==> src/rtl/arbiter.sv <==
// Round robin arbiter with a one-hot priority pointer
// The grant is combinational and valid in the same cycle as the request
module arbiter
#(
	parameter int NUM_ENTRIES = 4
)
(
	input  logic                   clk,
	input  logic                   reset,
	input  logic [NUM_ENTRIES-1:0] request,
	input  logic                   update_lru,
	output logic [NUM_ENTRIES-1:0] grant_oh
);

	// One bit set, marking the requester that is looked at first
	logic [NUM_ENTRIES-1:0] priority_oh;
	logic [NUM_ENTRIES-1:0] priority_nxt;

	// Walk the ring from the priority position and take the first request found
	always_comb
	begin
		logic found;
		int slot;

		found = 1'b0;
		slot = 0;
		grant_oh = '0;
		for (int start = 0; start < NUM_ENTRIES; start++)
		begin
			if (priority_oh[start])
			begin
				for (int step = 0; step < NUM_ENTRIES; step++)
				begin
					slot = (start + step) % NUM_ENTRIES;
					if (!found && request[slot])
					begin
						grant_oh[slot] = 1'b1;
						found = 1'b1;
					end
				end
			end
		end
	end

	// Next priority sits one place past the winner, so the winner goes last next time
	assign priority_nxt = {grant_oh[NUM_ENTRIES-2:0], grant_oh[NUM_ENTRIES-1]};

	// Priority only moves on a cycle where the grant was really used
	always_ff @(posedge clk, posedge reset)
	begin
		if (reset)
			priority_oh <= NUM_ENTRIES'(1);
		else if (update_lru && request != '0)
			priority_oh <= priority_nxt;
	end

	// At most one winner, and somebody always wins while anyone is asking
	assert property (@(posedge clk) disable iff (reset)
		$onehot0(grant_oh) && (request == '0 || grant_oh != '0))
	else
		$error("arbiter grant %b not valid for request %b", grant_oh, request);

endmodule

==> config.mk <==
export PLATFORM = sky130hd
export DESIGN_NAME = arbiter
export DESIGN_NICKNAME = d
export VERILOG_FILES = /design/src/rtl/arbiter.sv
export SDC_FILE = /design/constraint.sdc
export NUM_CORES = 1
export LEC_CHECK = 0
export BUFFER_PORTS_ARGS = -buffer_cell sky130_fd_sc_hd__buf_2
export CORE_AREA = 2 2 39 41
export CTS_BUF_LIST = sky130_fd_sc_hd__clkbuf_16
export DETAILED_ROUTE_END_ITERATION = 8
export DIE_AREA = 0 0 41 43
export GPL_ROUTABILITY_DRIVEN = 0
export SYNTH_ARGS = -nofsm -noshare
export SYNTH_HDL_FRONTEND = slang
export SYNTH_SLANG_ARGS = --single-unit
==> constraint.sdc <==
create_clock -name clk -period 1.58 [get_ports clk]
set_input_delay 0.158 -clock clk [delete_from_list [all_inputs] [get_ports clk]]
set_output_delay 0.158 -clock clk [all_outputs]
set_load 0.03 [all_outputs]
# --- Word level (Yosys, flattened, before mapping) ---
# Cells that the tools add are included.
word_totals:
  elab_cells: 82
  out_inout_bits: 4
  input_bits: 7
  regBits: 4
classes:
  reduce_logical: 32
  muxes: 49
ops:
  columns: ["operator", "count"]
  rows:
  - ["$mux W1", 45]
  - ["$logic_and A1 B1 Y1", 16]
  - ["$mux W4", 4]
  - ["$logic_not A1 Y1", 15]
  - ["$reduce_bool A4 Y1", 1]

# --- Longest topological paths before layout ---
logic_depth:
  depth_word: 62
  mapped_depth: 5
  ltp_nobuf: 4

# --- Least setup slack after synthesis ---
# OpenSTA, ideal clock, no wires.
synth_path:
  kind: "reg-to-reg"
  start: "register priority_oh[2]"
  end: "register priority_oh[1]"
  stages_incl_launch_ff: 5
  n_path_buf: 0
  setup_ps: 121
  t_required_ps: 1459
  arrival_time_ps: 1234
  setup_slack_ps: 225
  period_less_slack_ps: 1355
  path_cell_list: "dfrtp_1 > nor2_1 > nor4_1 > o31a_1 > a22o_1"
synth_via:
  elab_chain_cells: 9
  elab_cells_between_ends: 10
  classes_between: "mux: 6; reduce/logical: 4"
synth_lines:
  columns: ["item", "line_no", "rtl"]
  rows:
  - ["start: declaration", "16", "logic [NUM_ENTRIES-1:0] priority_oh;"]
  - ["start signal: assignment", "54", "priority_oh <= priority_nxt;"]
  - ["$mux W1", "30", "if (priority_oh[start])"]
  - ["$logic_not A1 Y1", "35", "if (!found && request[slot])"]
  - ["$logic_and A1 B1 Y1", "35", null]
  - ["$mux W1", "35", null]
  - ["$mux W1", "30", null]
  - ["$logic_not A1 Y1", "35", null]
  - ["$logic_and A1 B1 Y1", "35", null]
  - ["$mux W1", "35", null]
  - ["$mux W4 (*)", "30", null]
  - ["named net grant_oh[0]", "12", "output logic [NUM_ENTRIES-1:0] grant_oh"]
# The timed path passes the listed nets; every way through them passes the cells marked *. The select of a mux whose other input is x is not followed.
# A chain may end at the register's enable or synchronous reset.

# --- Worst setup path in the final report ---
layout_path:
  start: "register priority_oh[2]"
  end: "output grant_oh[3]"
layout_via:
  elab_chain_cells: 5
  elab_cells_between_ends: 6
  classes_between: "mux: 4; reduce/logical: 2"
layout_lines:
  columns: ["item", "line_no"]
  rows:
  - ["$mux W1", "30"]
  - ["$logic_not A1 Y1", "35"]
  - ["$logic_and A1 B1 Y1", "35"]
  - ["$mux W1", "35"]
  - ["$mux W4 (*)", "30"]
  - ["end: declaration", "12"]
# Every way passes the cells marked *; elsewhere a longest branch is shown, timed or not.

==> results.env <==
SYNTH_TOP_CELLS_BY_COUNT='3 x sky130_fd_sc_hd__dfrtp_1, 3 x sky130_fd_sc_hd__nand2_1, 3 x sky130_fd_sc_hd__o21ai_0'
GROUTE.USAGE.OVERALL_PCT=11.40
ANTENNA_NETS_POST_ROUTE=0
YS.FLOP_TYPE='sky130_fd_sc_hd__dfrtp_1'
CRIT_FAMILY='flip-flops'
CP_COMMON_CELL='sky130_fd_sc_hd__buf_6'
NET_SW_SHARE_PCT=33.62
POWER.LEAKAGE_nW=0.2504
SWITCHINGPOWER_uW=391.7
POWER_DENSITY_CELLS_mW_PER_MM2=2042
CTS-BUFFERS-INSERTED=3
CTS-HTREE-LEVELS=1
POSTSYNTHREGISTERBITS=4
CRITICAL_PATH.MAX_STAGE_DELAY_NS=0.45
WIRE_LENGTH_AFTER_DETAILED_ROUTING_UM=870
CTS_TREE='built'
AREA_DELTA_SYNTH_FINAL_PCT=97.40
FINAL_MIN_PERIOD_OVER_CLOCK_PERIOD_PCT=99.49
CLKSLEWWORSTSETUPHOLDPATHS_NS=0.03
GRT_MAX_DEGREE=10
IO_BUFFER_COUNT=10
P_CLK_SHARE_PCT=33.8
PRECTSSETUPSLACK_NS=0.1865
SLOWEST_STAGE='sky130_fd_sc_hd__dfrtp_2'
REQUIRED_NS=1.42
CTS.PATH.MAX_BUFFERS=2
SETUP_VIOL_COUNT_FINAL=0
IR_DROP_mV=0.8961
FIN_TOTAL_PWR_mW=1.165
NETLIST.AREA_LEADER.SHARE_PCT=25.97
PERIOD_MINUS_SLACK_NS=1.572
DIE_Y_UM=43
SYNTH_CELLS=33
ROUTE.VIAS.TOTAL=355
SLEW_WORST_PIN_NS=0.5550
CP-ENDPOINT='grant_oh[3]'
GRT_PASS1_VIAS=322
YS_ASYNC_SR_FRACTION_PCT=100.0
DIE_W_UM=41
CTS_ROOT_BUF='sky130_fd_sc_hd__clkbuf_16'
LIBRARY_CELL_WITH_THE_LARGEST_SUMMED_AREA_AFTER_SYNTHESIS='sky130_fd_sc_hd__dfrtp_1'
REG.LARGEST.LIST='priority_oh: 4 flops'
SYNTH_AREA_PER_CELL_UM2=8.758
CP_NUM_BUF_INV=2
PATH_CLASS='reg -> out'
SLEW_HEADROOM_PCT=62.51
PLACE_INST=58
SYNTH.CELL_AREA_UM2=289.0
DRT-WIRELENGTH-PER-CELL_UM=12.61
CORE_MM2=0.001384
NUMBER_OF_ANTENNA_VIOLATIONS_AT_THE_FIRST_CHECK_IN_GLOBAL_ROUTING=0
YOSYS_WARNINGS=0
DIEAREA_MM2=0.001763
TIMING.CLOCK.SKEW_NS=0.004189
RESULT_OF_THE_RUN='finished clean'
REGTOREGSTARTPOINT='priority_oh[3]'
VIAS_PER_CELL=5.145
WORSTSETUPENDPOINTTYPE='output port'
N_ANTENNA_CELL=0
LARGEST_REGISTER_FF_COUNT=4
HOLD_WS_NS=0.1836
DRC=0
DPL.HPWL_UM=513.1
LARGEST-REGISTER='priority_oh'
PWR-SHARE-SEQ_PCT=19.5
IO-PIN-COUNT=11
CRIT_PATH_CELL_TRACE='buf_6 -> nand2b_4 -> o32ai_4 -> o211a_1 -> buf_6'
GRT_PASS1_WL_MM=1.311
MAX-CAP-VIOLATIONS=0
INTERNAL_PWR_TOTAL_uW=773.2
DRT_FIRST_PASS_ITERS=4
SYNTH_CELL_TYPE_COUNT=22
WORSTPATHARRIVAL_NS=1.41
POWER.COMBINATIONAL.FRACTION_PCT=46.7
TIMING.REG2REG.SETUP_SLACK_NS=0.24
CRITICAL_PATH.REG2REG.ENDPOINT='priority_oh[3]'
GRT_SETUP_UNREPAIRED='true'
CRIT_PATH_START_KIND='flop'
STD_CELL_ROWS=14
CLOCK_LATENCY_NS=0.22
CP.DEPTH=5
POSTSYNTHNETCOUNT=40
GR-TOTAL-OVERFLOW=0
POST_ROUTE_CELLS_DRIVE_ABOVE_1_SHARE_PCT=60.38
SETUP_TNS_NS=0
WORST-R2R-CELL-COUNT=5
WORST-PATH-MAX-FANOUT=5
SYNTH_ENABLE_FLOP_CELLS=0
FINALHOLDVIOLATIONS=0
START_UTIL_PCT=20.89
FMAX_MHz=636.2
CTS.SINK_COUNT=4
WORST_SETUP_PATH_STARTPOINT='priority_oh[2]'
MIN_PATH_TYPE='in -> reg'
SYNTH.TOP_CELLS.BY_AREA='sky130_fd_sc_hd__dfrtp_1 26%, sky130_fd_sc_hd__dfstp_2 9.1%, sky130_fd_sc_hd__a32o_1 6.9%'
FINALWORSTSETUPSLACK_NS=0.008084
FINAL-MAX-SLEW-VIOLATION-COUNT=0
NETS=61
SHARE_OF_SYNTHESIZED_AREA_OCCUPIED_BY_FLIP_FLOPS_AND_LATCHES_PCT=35.06
FINAL_CELL_COUNT_NO_FILL=69
INITIALDRTVIOLATIONCOUNT=16
power by group through the flow:
stage	Sequential (mW)	Clock [mW]	Combinational [mW]
final	0.227	0.394	0.544
after global routing	0.232	0.414	0.581
after CTS	0.207	0.406	0.331
after detailed placement	0.203	0	0.299
after global placement	0.204	0	0.300
after floorplan	0.173	0	0.256
area by class of cell:
| cell class | count | area (um^2) |
|---|---|---|
| Clock buffer | 3 | 75.07 |
| Clock inverter | 1 | 3.754 |
| Fill cell | 136 | 813.3 |
| Inverter | 1 | 3.754 |
| Multi-Input combinational cell | 27 | 236.5 |
| Sequential cell | 4 | 105.1 |
| Tap cell | 16 | 20.02 |
| Timing Repair Buffer | 17 | 126.4 |
placed cells by master (no fill, tap or decap):
| cell | n |
|---|---|
| sky130_fd_sc_hd__nand2b_4 | 1 |
| sky130_fd_sc_hd__buf_2 | 6 |
| sky130_fd_sc_hd__a22o_1 | 1 |
| sky130_fd_sc_hd__and2_1 | 2 |
| sky130_fd_sc_hd__nand2_1 | 3 |
| sky130_fd_sc_hd__o211a_1 | 1 |
| sky130_fd_sc_hd__nor3_2 | 1 |
| sky130_fd_sc_hd__o21ai_1 | 1 |
| sky130_fd_sc_hd__dlygate4sd3_1 | 1 |
| sky130_fd_sc_hd__or3_1 | 1 |
| sky130_fd_sc_hd__buf_4 | 7 |
| sky130_fd_sc_hd__buf_6 | 3 |
| sky130_fd_sc_hd__nor3b_2 | 1 |
| sky130_fd_sc_hd__nor4_1 | 1 |
| sky130_fd_sc_hd__a31oi_1 | 2 |
| sky130_fd_sc_hd__o41ai_1 | 1 |
| sky130_fd_sc_hd__a32o_1 | 2 |
| sky130_fd_sc_hd__and2_4 | 1 |
| sky130_fd_sc_hd__o32ai_4 | 1 |
| sky130_fd_sc_hd__o31ai_2 | 2 |
| sky130_fd_sc_hd__o21ai_0 | 1 |
| sky130_fd_sc_hd__nor2_4 | 1 |
| sky130_fd_sc_hd__o21ai_2 | 1 |
| sky130_fd_sc_hd__dfrtp_2 | 3 |
| sky130_fd_sc_hd__clkbuf_16 | 3 |
| sky130_fd_sc_hd__dfstp_2 | 1 |
| sky130_fd_sc_hd__nor2_1 | 1 |
| sky130_fd_sc_hd__o31a_1 | 1 |
| sky130_fd_sc_hd__inv_1 | 2 |
stage by stage:
stage	area [um^2]	utilization, %
finish	570.5	41.23
global route	570.5	41.23
CTS	457.9	33.09
detailed placement	354.1	25.59
global placement	354.1	25.59
floorplan	289.0	-
what timing repair did:
action,in CTS,in global routing
hold buffers,1,0
setup endpoints to repair,2,4
resized for setup,3,22
hold endpoints to repair,3,0
pin swaps,0,7
setup buffers,0,6
worst reg2reg max path: stages, from the launching register on:
cell                      delay [ns]
sky130_fd_sc_hd__dfrtp_2        0.40
sky130_fd_sc_hd__nor3b_2        0.16
sky130_fd_sc_hd__o21ai_1        0.16
sky130_fd_sc_hd__o31ai_2        0.10
sky130_fd_sc_hd__buf_4          0.14
sky130_fd_sc_hd__a32o_1         0.25
kinds of logic (layout without fill, tap and decap cells):
logic type             after synthesis  after routing  synth area share [%]
and+or+nand+nor                     13             13                 24.68
buffers and inverters                2             22                 3.027
DFF                                  4              4                 35.07
AOI/OAI and AO/OA                   14             14                 37.23
how the worst min path moves through the flow:
stage / start / endpoint / cells after the start
global route: update_lru / priority_oh[0] / 2
finish: update_lru / priority_oh[0] / 2
CTS: update_lru / priority_oh[0] / 2
global placement: reset / priority_oh[2] / 2
floorplan: reset / priority_oh[1] / 1
detailed placement: reset / priority_oh[3] / 2
layer usage:
layer | routed length (um) | vias to the layer above | global-route usage [%]
li1 | - | 172 | -
met1 | 354 | 167 | 12.42
met2 | 479 | 16 | 16.88
met3 | 36 | 0 | 7.853
met4 | 0 | 0 | 4.000
met5 | 0 | - | 0
(Power assumes the default switching activity.)
