[config.mk]
export PLATFORM = sky130hd
export DESIGN_NAME = request_queue
export DESIGN_NICKNAME = d
export VERILOG_FILES = /design/src/rtl/mem_port_pkg.sv /design/src/rtl/request_queue.sv
export SDC_FILE = /design/constraint.sdc
export NUM_CORES = 1
export LEC_CHECK = 0
export CAP_MARGIN = 20
export CORE_UTILIZATION = 63
export CTS_BUF_LIST = sky130_fd_sc_hd__clkbuf_2
export DETAILED_ROUTE_END_ITERATION = 7
export DONT_BUFFER_PORTS = 1
export PLACE_DENSITY_LB_ADDON = 0.08
export SLEW_MARGIN = 20
export SYNTH_ARGS = -nofsm -noshare
export SYNTH_HDL_FRONTEND = slang
export SYNTH_SLANG_ARGS = --single-unit
[constraint.sdc]
create_clock -name clk -period 5.1 [get_ports clk]
set_input_delay 0.51 -clock clk [delete_from_list [all_inputs] [get_ports clk]]
set_output_delay 0.51 -clock clk [all_outputs]
set_load 0.05 [all_outputs]
[src/rtl/mem_port_pkg.sv]
package mem_port_pkg;

	// Number of clients that share the memory port
	localparam int NUM_CLIENTS = 4;

	// Word address into the single bank, which also sets the bank depth
	localparam int ADDR_WIDTH = 8;
	localparam int BANK_WORDS = 2 ** ADDR_WIDTH;

	// Width of one data word in the bank
	localparam int DATA_WIDTH = 32;

	// Each client owns a small command FIFO of this many entries
	localparam int QUEUE_DEPTH = 4;

	// Pointer width walks the FIFO slots, count width must also hold a full queue
	localparam int QUEUE_PTR_WIDTH = $clog2(QUEUE_DEPTH);
	localparam int QUEUE_COUNT_WIDTH = $clog2(QUEUE_DEPTH + 1);

	// Index of a client, carried with a read so the response can be steered back
	localparam int CLIENT_ID_WIDTH = 2;

	// Kind of command held in a queue entry and sent to the bank
	typedef enum logic
	{
		CMD_READ = 1'b0,
		CMD_WRITE = 1'b1
	} mem_op_t;

endpackage

[src/rtl/request_queue.sv]
// Per-client command FIFO
// A command written on an edge is visible at the head right after that edge
module request_queue
(
	input  logic                              clk,
	input  logic                              reset,
	input  logic                              enqueue,
	input  mem_port_pkg::mem_op_t             op_in,
	input  logic [mem_port_pkg::ADDR_WIDTH-1:0] addr_in,
	input  logic [mem_port_pkg::DATA_WIDTH-1:0] wdata_in,
	input  logic                              dequeue,
	output mem_port_pkg::mem_op_t             op_out,
	output logic [mem_port_pkg::ADDR_WIDTH-1:0] addr_out,
	output logic [mem_port_pkg::DATA_WIDTH-1:0] wdata_out,
	output logic                              not_empty,
	output logic                              full
);

	import mem_port_pkg::*;

	// Entry storage, split by field
	mem_op_t op_store [QUEUE_DEPTH];
	logic [ADDR_WIDTH-1:0] addr_store [QUEUE_DEPTH];
	logic [DATA_WIDTH-1:0] wdata_store [QUEUE_DEPTH];

	logic [QUEUE_PTR_WIDTH-1:0] wr_ptr;
	logic [QUEUE_PTR_WIDTH-1:0] rd_ptr;
	logic [QUEUE_COUNT_WIDTH-1:0] count;
	logic push;
	logic pop;

	// A stray strobe against the wrong level is dropped so the pointers stay sane
	assign push = enqueue && !full;
	assign pop = dequeue && not_empty;

	assign not_empty = count != '0;
	assign full = count == QUEUE_COUNT_WIDTH'(QUEUE_DEPTH);

	// The head entry is always presented, valid only while not_empty is high
	assign op_out = op_store[rd_ptr];
	assign addr_out = addr_store[rd_ptr];
	assign wdata_out = wdata_store[rd_ptr];

	always_ff @(posedge clk)
	begin
		if (push)
		begin
			op_store[wr_ptr] <= op_in;
			addr_store[wr_ptr] <= addr_in;
			wdata_store[wr_ptr] <= wdata_in;
		end
	end

	// Pointers wrap at the last slot; the depth need not be a power of two
	always_ff @(posedge clk, posedge reset)
	begin
		if (reset)
		begin
			wr_ptr <= '0;
			rd_ptr <= '0;
		end
		else
		begin
			if (push)
			begin
				if (wr_ptr == QUEUE_PTR_WIDTH'(QUEUE_DEPTH - 1))
					wr_ptr <= '0;
				else
					wr_ptr <= wr_ptr + 1'b1;
			end
			if (pop)
			begin
				if (rd_ptr == QUEUE_PTR_WIDTH'(QUEUE_DEPTH - 1))
					rd_ptr <= '0;
				else
					rd_ptr <= rd_ptr + 1'b1;
			end
		end
	end

	// Push and pop together leave the count where it was
	always_ff @(posedge clk, posedge reset)
	begin
		if (reset)
			count <= '0;
		else
		begin
			case ({push, pop})
				2'b10: count <= count + 1'b1;
				2'b01: count <= count - 1'b1;
				default: count <= count;
			endcase
		end
	end

	// The client has to watch full before it pushes
	assert property (@(posedge clk) disable iff (reset) full |-> !enqueue)
	else
		$error("request_queue enqueue while full");

	// The arbiter must never pick a queue that has nothing in it
	assert property (@(posedge clk) disable iff (reset) !not_empty |-> !dequeue)
	else
		$error("request_queue dequeue while empty");

endmodule

After elaboration in Yosys (flattened, before gate mapping):

Memory sizes are Yosys's and may differ from the RTL's.
Index checks and enable logic that the tools add are counted.

* memories kept: 3
* register bits: 7
* output and inout port bits: 43
* logic and storage cells: 25
* bits in writable memories: 164

* multiplexer cells: 5
* reductions and logical operators: 5
* add/sub/neg operators: 4
* equality and inequality tests: 5

Memory list
* wdata_store: words 4, bits a word 32, read ports 1, clocked after Yosys merged registers in 0, write ports 1, RTL line request_queue.sv:24 `logic [DATA_WIDTH-1:0] wdata_store [QUEUE_DEPTH];`
* addr_store: words 4, bits a word 8, read ports 1, clocked after Yosys merged registers in 0, write ports 1, RTL line request_queue.sv:23 `logic [ADDR_WIDTH-1:0] addr_store [QUEUE_DEPTH];`
* op_store: words 4, bits a word 1, read ports 1, clocked after Yosys merged registers in 0, write ports 1, RTL line request_queue.sv:22 `mem_op_t op_store [QUEUE_DEPTH];`

Operator list (count)
* 2-bit equality test, second input constant: 3
* 3-bit one-hot mux with 2 select lines: 1
* 2-bit by 1-bit adder with 2-bit output, second input constant: 2
* 2-bit two-way mux: 2
* 3-bit by 1-bit adder with 3-bit output, second input constant: 1
* 3-bit equality test, second input constant: 1
* 3-bit nonzero test: 1
* 3-bit by 1-bit subtractor with 3-bit output, second input constant: 1
* 2-bit by 1-bit equality test with 1-bit output, second input constant: 1
* 1-bit logical AND: 2
* 1-bit two-way mux: 2
* 2-bit nonzero test: 1
* 1-bit logical NOT: 1

Depth between registers and ports, before layout:

* word-level depth: 5
* depth in mapped cells: 9

Worst setup path before layout:

Ideal clock, no wire load.

* kind: register -> register
* from: reg count[0]
* to: reg count[2]
* setup slack: 2670 ps
* setup time: 79 ps
* stages on the path, launching flop included: 10
* arrival time: 2351 ps
* data required time: 5021 ps
* cells stage by stage: dfrtp_1 nor3b_2 nor2b_2 inv_1 ha_1 inv_1 fa_1 xor2_1 nor2_1 xor2_1

* cells in the longest elaborated chain, start to end: 5

RTL lines
* from (decl): RTL line request_queue.sv:28 `logic [QUEUE_COUNT_WIDTH-1:0] count;`
* from (signal assigned): RTL line request_queue.sv:89 `2'b10: count <= count + 1'b1;`
* from (signal assigned): RTL line request_queue.sv:90 `2'b01: count <= count - 1'b1;`
* from (signal assigned): RTL line request_queue.sv:91 `default: count <= count;`
* 3-bit equality test *: RTL line request_queue.sv:37 `assign full = count == QUEUE_COUNT_WIDTH'(QUEUE_DEPTH);`
* named net full: RTL line request_queue.sv:16 `output logic full`
* 1-bit logical NOT *: RTL line request_queue.sv:33 `assign push = enqueue && !full;`
* 1-bit logical AND *: RTL line request_queue.sv:33
* 2-bit by 1-bit equality test with 1-bit output or 2-bit equality test (tied branches): RTL line request_queue.sv:88 `case ({push, pop})`
* 3-bit one-hot mux with 2 select lines or 2-bit nonzero test (tied branches)

Mark *: on every way through the listed nets, which the timed path passes. The rest lies on a longest branch.
A chain may end at the register's enable or synchronous reset.

Final worst setup path:

* from: reg rd_ptr[0]
* to: out op_out

* cells in the longest elaborated chain, start to end: 1

RTL lines
* from (decl): RTL line request_queue.sv:27 `logic [QUEUE_PTR_WIDTH-1:0] rd_ptr;`
* from (signal assigned): RTL line request_queue.sv:76 `rd_ptr <= rd_ptr + 1'b1;`
* memory 4 x 1 bit
* to (decl): RTL line request_queue.sv:12 `output mem_port_pkg::mem_op_t op_out,`

Every way passes these cells.

==> summary.md <==
| Metric | Value |
|---|---|
| Die width | `103.0 um` |
| Clock Skews | `17.04 ps` |
| Detailed placement HPWL | `5899 um` |
| Antenna-violating nets left | `0` |
| Row count | `36` |
| PnR worst setup slack | `1917 ps` |
| Worst-skew pair later-pin latency | `680 ps` |
| Hold Violations, Final | `0` |
| CP startpoint kind | `flop` |
| Outcome | `finished, final reports clean` |
| Largest net degree at the start of global routing | `45` |
| Routed WL | `10,230 um` |
| GPL Wtd Cong | `0.6567` |
| Synth top cells by count | `164 x edfxtp_1, 38 x mux4_2, 8 x inv_1, 7 x dfrtp_1, 6 x ha_1` |
| Most used DFF post-synth | `edfxtp_1` |
| H-tree depth | `4` |
| RSZ-0062 raised after global routing | `no` |
| First-pass GRT wire length | `15,220 um` |
| Starting Density | `65.49%` |
| Clock transition at path regs | `220 ps` |
| Critical path type | `reg2out` |
| DIE AREA | `about 11,000 um2` |
| Nets | `364` |
| Yosys Warn Count | `0` |
| Multi-input logic area | `roughly 1200 um2` |
| Pwr dens | `just over 600 nW/um2` |
| Synth cell types | `21` |
| CTS tree | `yes` |
| ANT cells | `0` |
| Largest cells by area after synthesis | `edfxtp_1 77%, mux4_2 13%, dfrtp_1 2.7%, buf_12 1.2%, mux4_1 1.2%` |
| Longest Clk Path Bufs | `2` |
| Max-slew violations | `0` |
| Initial DRC count | `107` |
| CP max FO | `44` |
| F_max | `314.2 MHz` |
| Fillers | `617` |
| Pre-antenna DRT Iters | `4` |
| Residual DRC | `0` |
| Min cycle time layout | `3183 ps` |
| Post-route clock period utilization | `62.41%` |
| TNS Setup | `0 ps` |
| Top cell type by total area after synthesis | `edfxtp_1` |
| Mapped Nets | `approximately 300` |
| CP Capture Type | `output pin` |
| Crit path buf inv count | `0` |
| Crit path cell chain | `mux4_1` |
| Setup bufs post-CTS | `0` |
| Num CTS Buffers | `17` |
| Hold slack | `174.1 ps` |
| Peak per-stage delay on the critical path | `1040 ps` |
| Share of layout cells above drive strength 1 | `25.85%` |
| Final setup fails | `0` |
| Sequential area share after synthesis | `79.30%` |
| Initial antenna violation count | `0` |
| PostCTS Resize Cnt | `0` |
| Routed WL per cell | `22.33 um` |
| Synth Area per Inst | `~25 um2` |
| CTS Sinks | `approximately 170` |
| Max Cap Viol | `0` |
| Post-synth EDFFs | `164` |
| CP max stage cell | `dfrtp_4` |
| CTS Root Cell | `clkbuf_2` |
| Vias after detailed routing | `2,673` |
| Core area | `between 9000 and 10,000 um2` |
| Overflow after GRT | `0` |
| Leak | `roughly 0.0023 uW` |
| Synth-to-Final Area Change | `11.34%` |
| Place WS | `between 2000 and 3000 ps` |
| Netlist Area Pre-Place | `6431 um2` |
| Cell with the most instances after synthesis | `edfxtp_1` |
| Worst-Margin Slew | `approximately 1100 ps` |
| Share of the synthesized area in the top cell type | `76.58%` |
| FF+latch count, synth | `171` |
| GRT Util Overall | `21.20%` |
| Worst Path Required | `4590 ps` |
| Die height | `103.0 um` |
| Ys async rst share | `4.094%` |
| Total power | `4357 uW` |
| Slew Limit Headroom | `between 20 and 30%` |
| VDD IR max | `434.1 uV` |
| Vias in the first global route | `2,837` |
| # port buffers | `0` |
| Io pins | `88` |
| Arrival time at the worst endpoint | `2670 ps` |
| Syn Inst Count | `256` |
| CTS Hold Bufs | `43` |
| Vias/cell | `between 5 and 6` |
| CP delay by family, top | `flip-flops` |
| Hold Crit Class | `in2async` |
| Storage cell area | `between 5000 and 6000 um2` |
==> routing by layer <==
layer  GRT usage (%)  vias to the layer above  part of all wire [%]  wire (um)
li1                -                     1181                     -          -
met1           26.53                     1414                    42       4320
met2           33.59                       63                    51       5167
met3           7.525                       15                   5.4        551
met4           10.08                        0                   1.8        189
met5               0                        -                     0          0
==> metrics by stage <==
stage               instances  util [%]  instance area (um2)
CTS                       458     72.92                 7161
detailed placement        383     66.42                 6523
global route              458     72.92                 7161
finish                    458     72.92                 7161
global placement          383     66.42                 6523
floorplan                 256         -                 6431
==> placed cells by master, fill, tap and decap left out, types with 2 or more instances in the layout <==
cell           count
and2_2             4
buf_4              4
bufinv_16          2
clkbuf_2          20
clkinv_1           4
clkinv_2           5
dfrtp_1            5
dlygate4sd3_1     43
edfxtp_1         164
ha_1               6
inv_1              8
mux2_2             4
mux4_1             3
mux4_2            38
nor2_1             3
xor2_1             2
==> sequential cells by signal (all words and copies together) (netlist names) <==
signal and cells:
wdata_store 128, wr_ptr 2, count 3, rd_ptr 2
addr_store 32, op_store 4
==> where the power goes <==
group / switching (uW) / internal (uW)
Combinational: 1160 / 468
Sequential: 242 / 1860
Clock: 416 / 219
Total: 1810 / 2540
==> final timing paths <==
path / cells past startpoint / slack [ps] / to / start
max: 1 / 1920 / op_out / rd_ptr[0]
min: 2 / 170 / rd_ptr[1] / reset
max reg2reg: 9 / 2440 / count[2] / count[0]
min reg2reg: 1 / 520 / count[2] / count[2]
max in group asynchronous: 2 / 4650 / rd_ptr[0] / reset
min in group clk: 2 / 230 / wr_ptr[1] / enqueue
==> area by class of cell <==
type / instances / area share [%]
timing repair buffer: 47 / 6.430
multi-input combinational: 67 / 16.63
inverter: 8 / 0.4194
clock buffer: 20 / 1.398
tap: 133 / 2.324
sequential: 171 / 71.29
clock inverter: 12 / 1.503
==> worst reg2reg max path, cell delays in order, from the launching register on <==
cell	delay [ps]
dfrtp_1	470
nor3b_2	780
nor2b_2	190
inv_1	100
ha_1	190
inv_1	60
fa_1	380
xor2_1	150
nor2_1	130
xor2_1	160
==> kinds of logic (layout without fill, tap and decap cells) <==
kind of cell	count (synthesis)	in the layout	synth area share, %
flops	171	171	79.30
mux	46	46	15.39
buf+inv	18	87	2.257
simple gates	11	11	1.167
fa+ha+maj	7	7	1.479
xor+xnor	3	3	0.4086
Note: power is estimated with default switching activity, not from simulation.
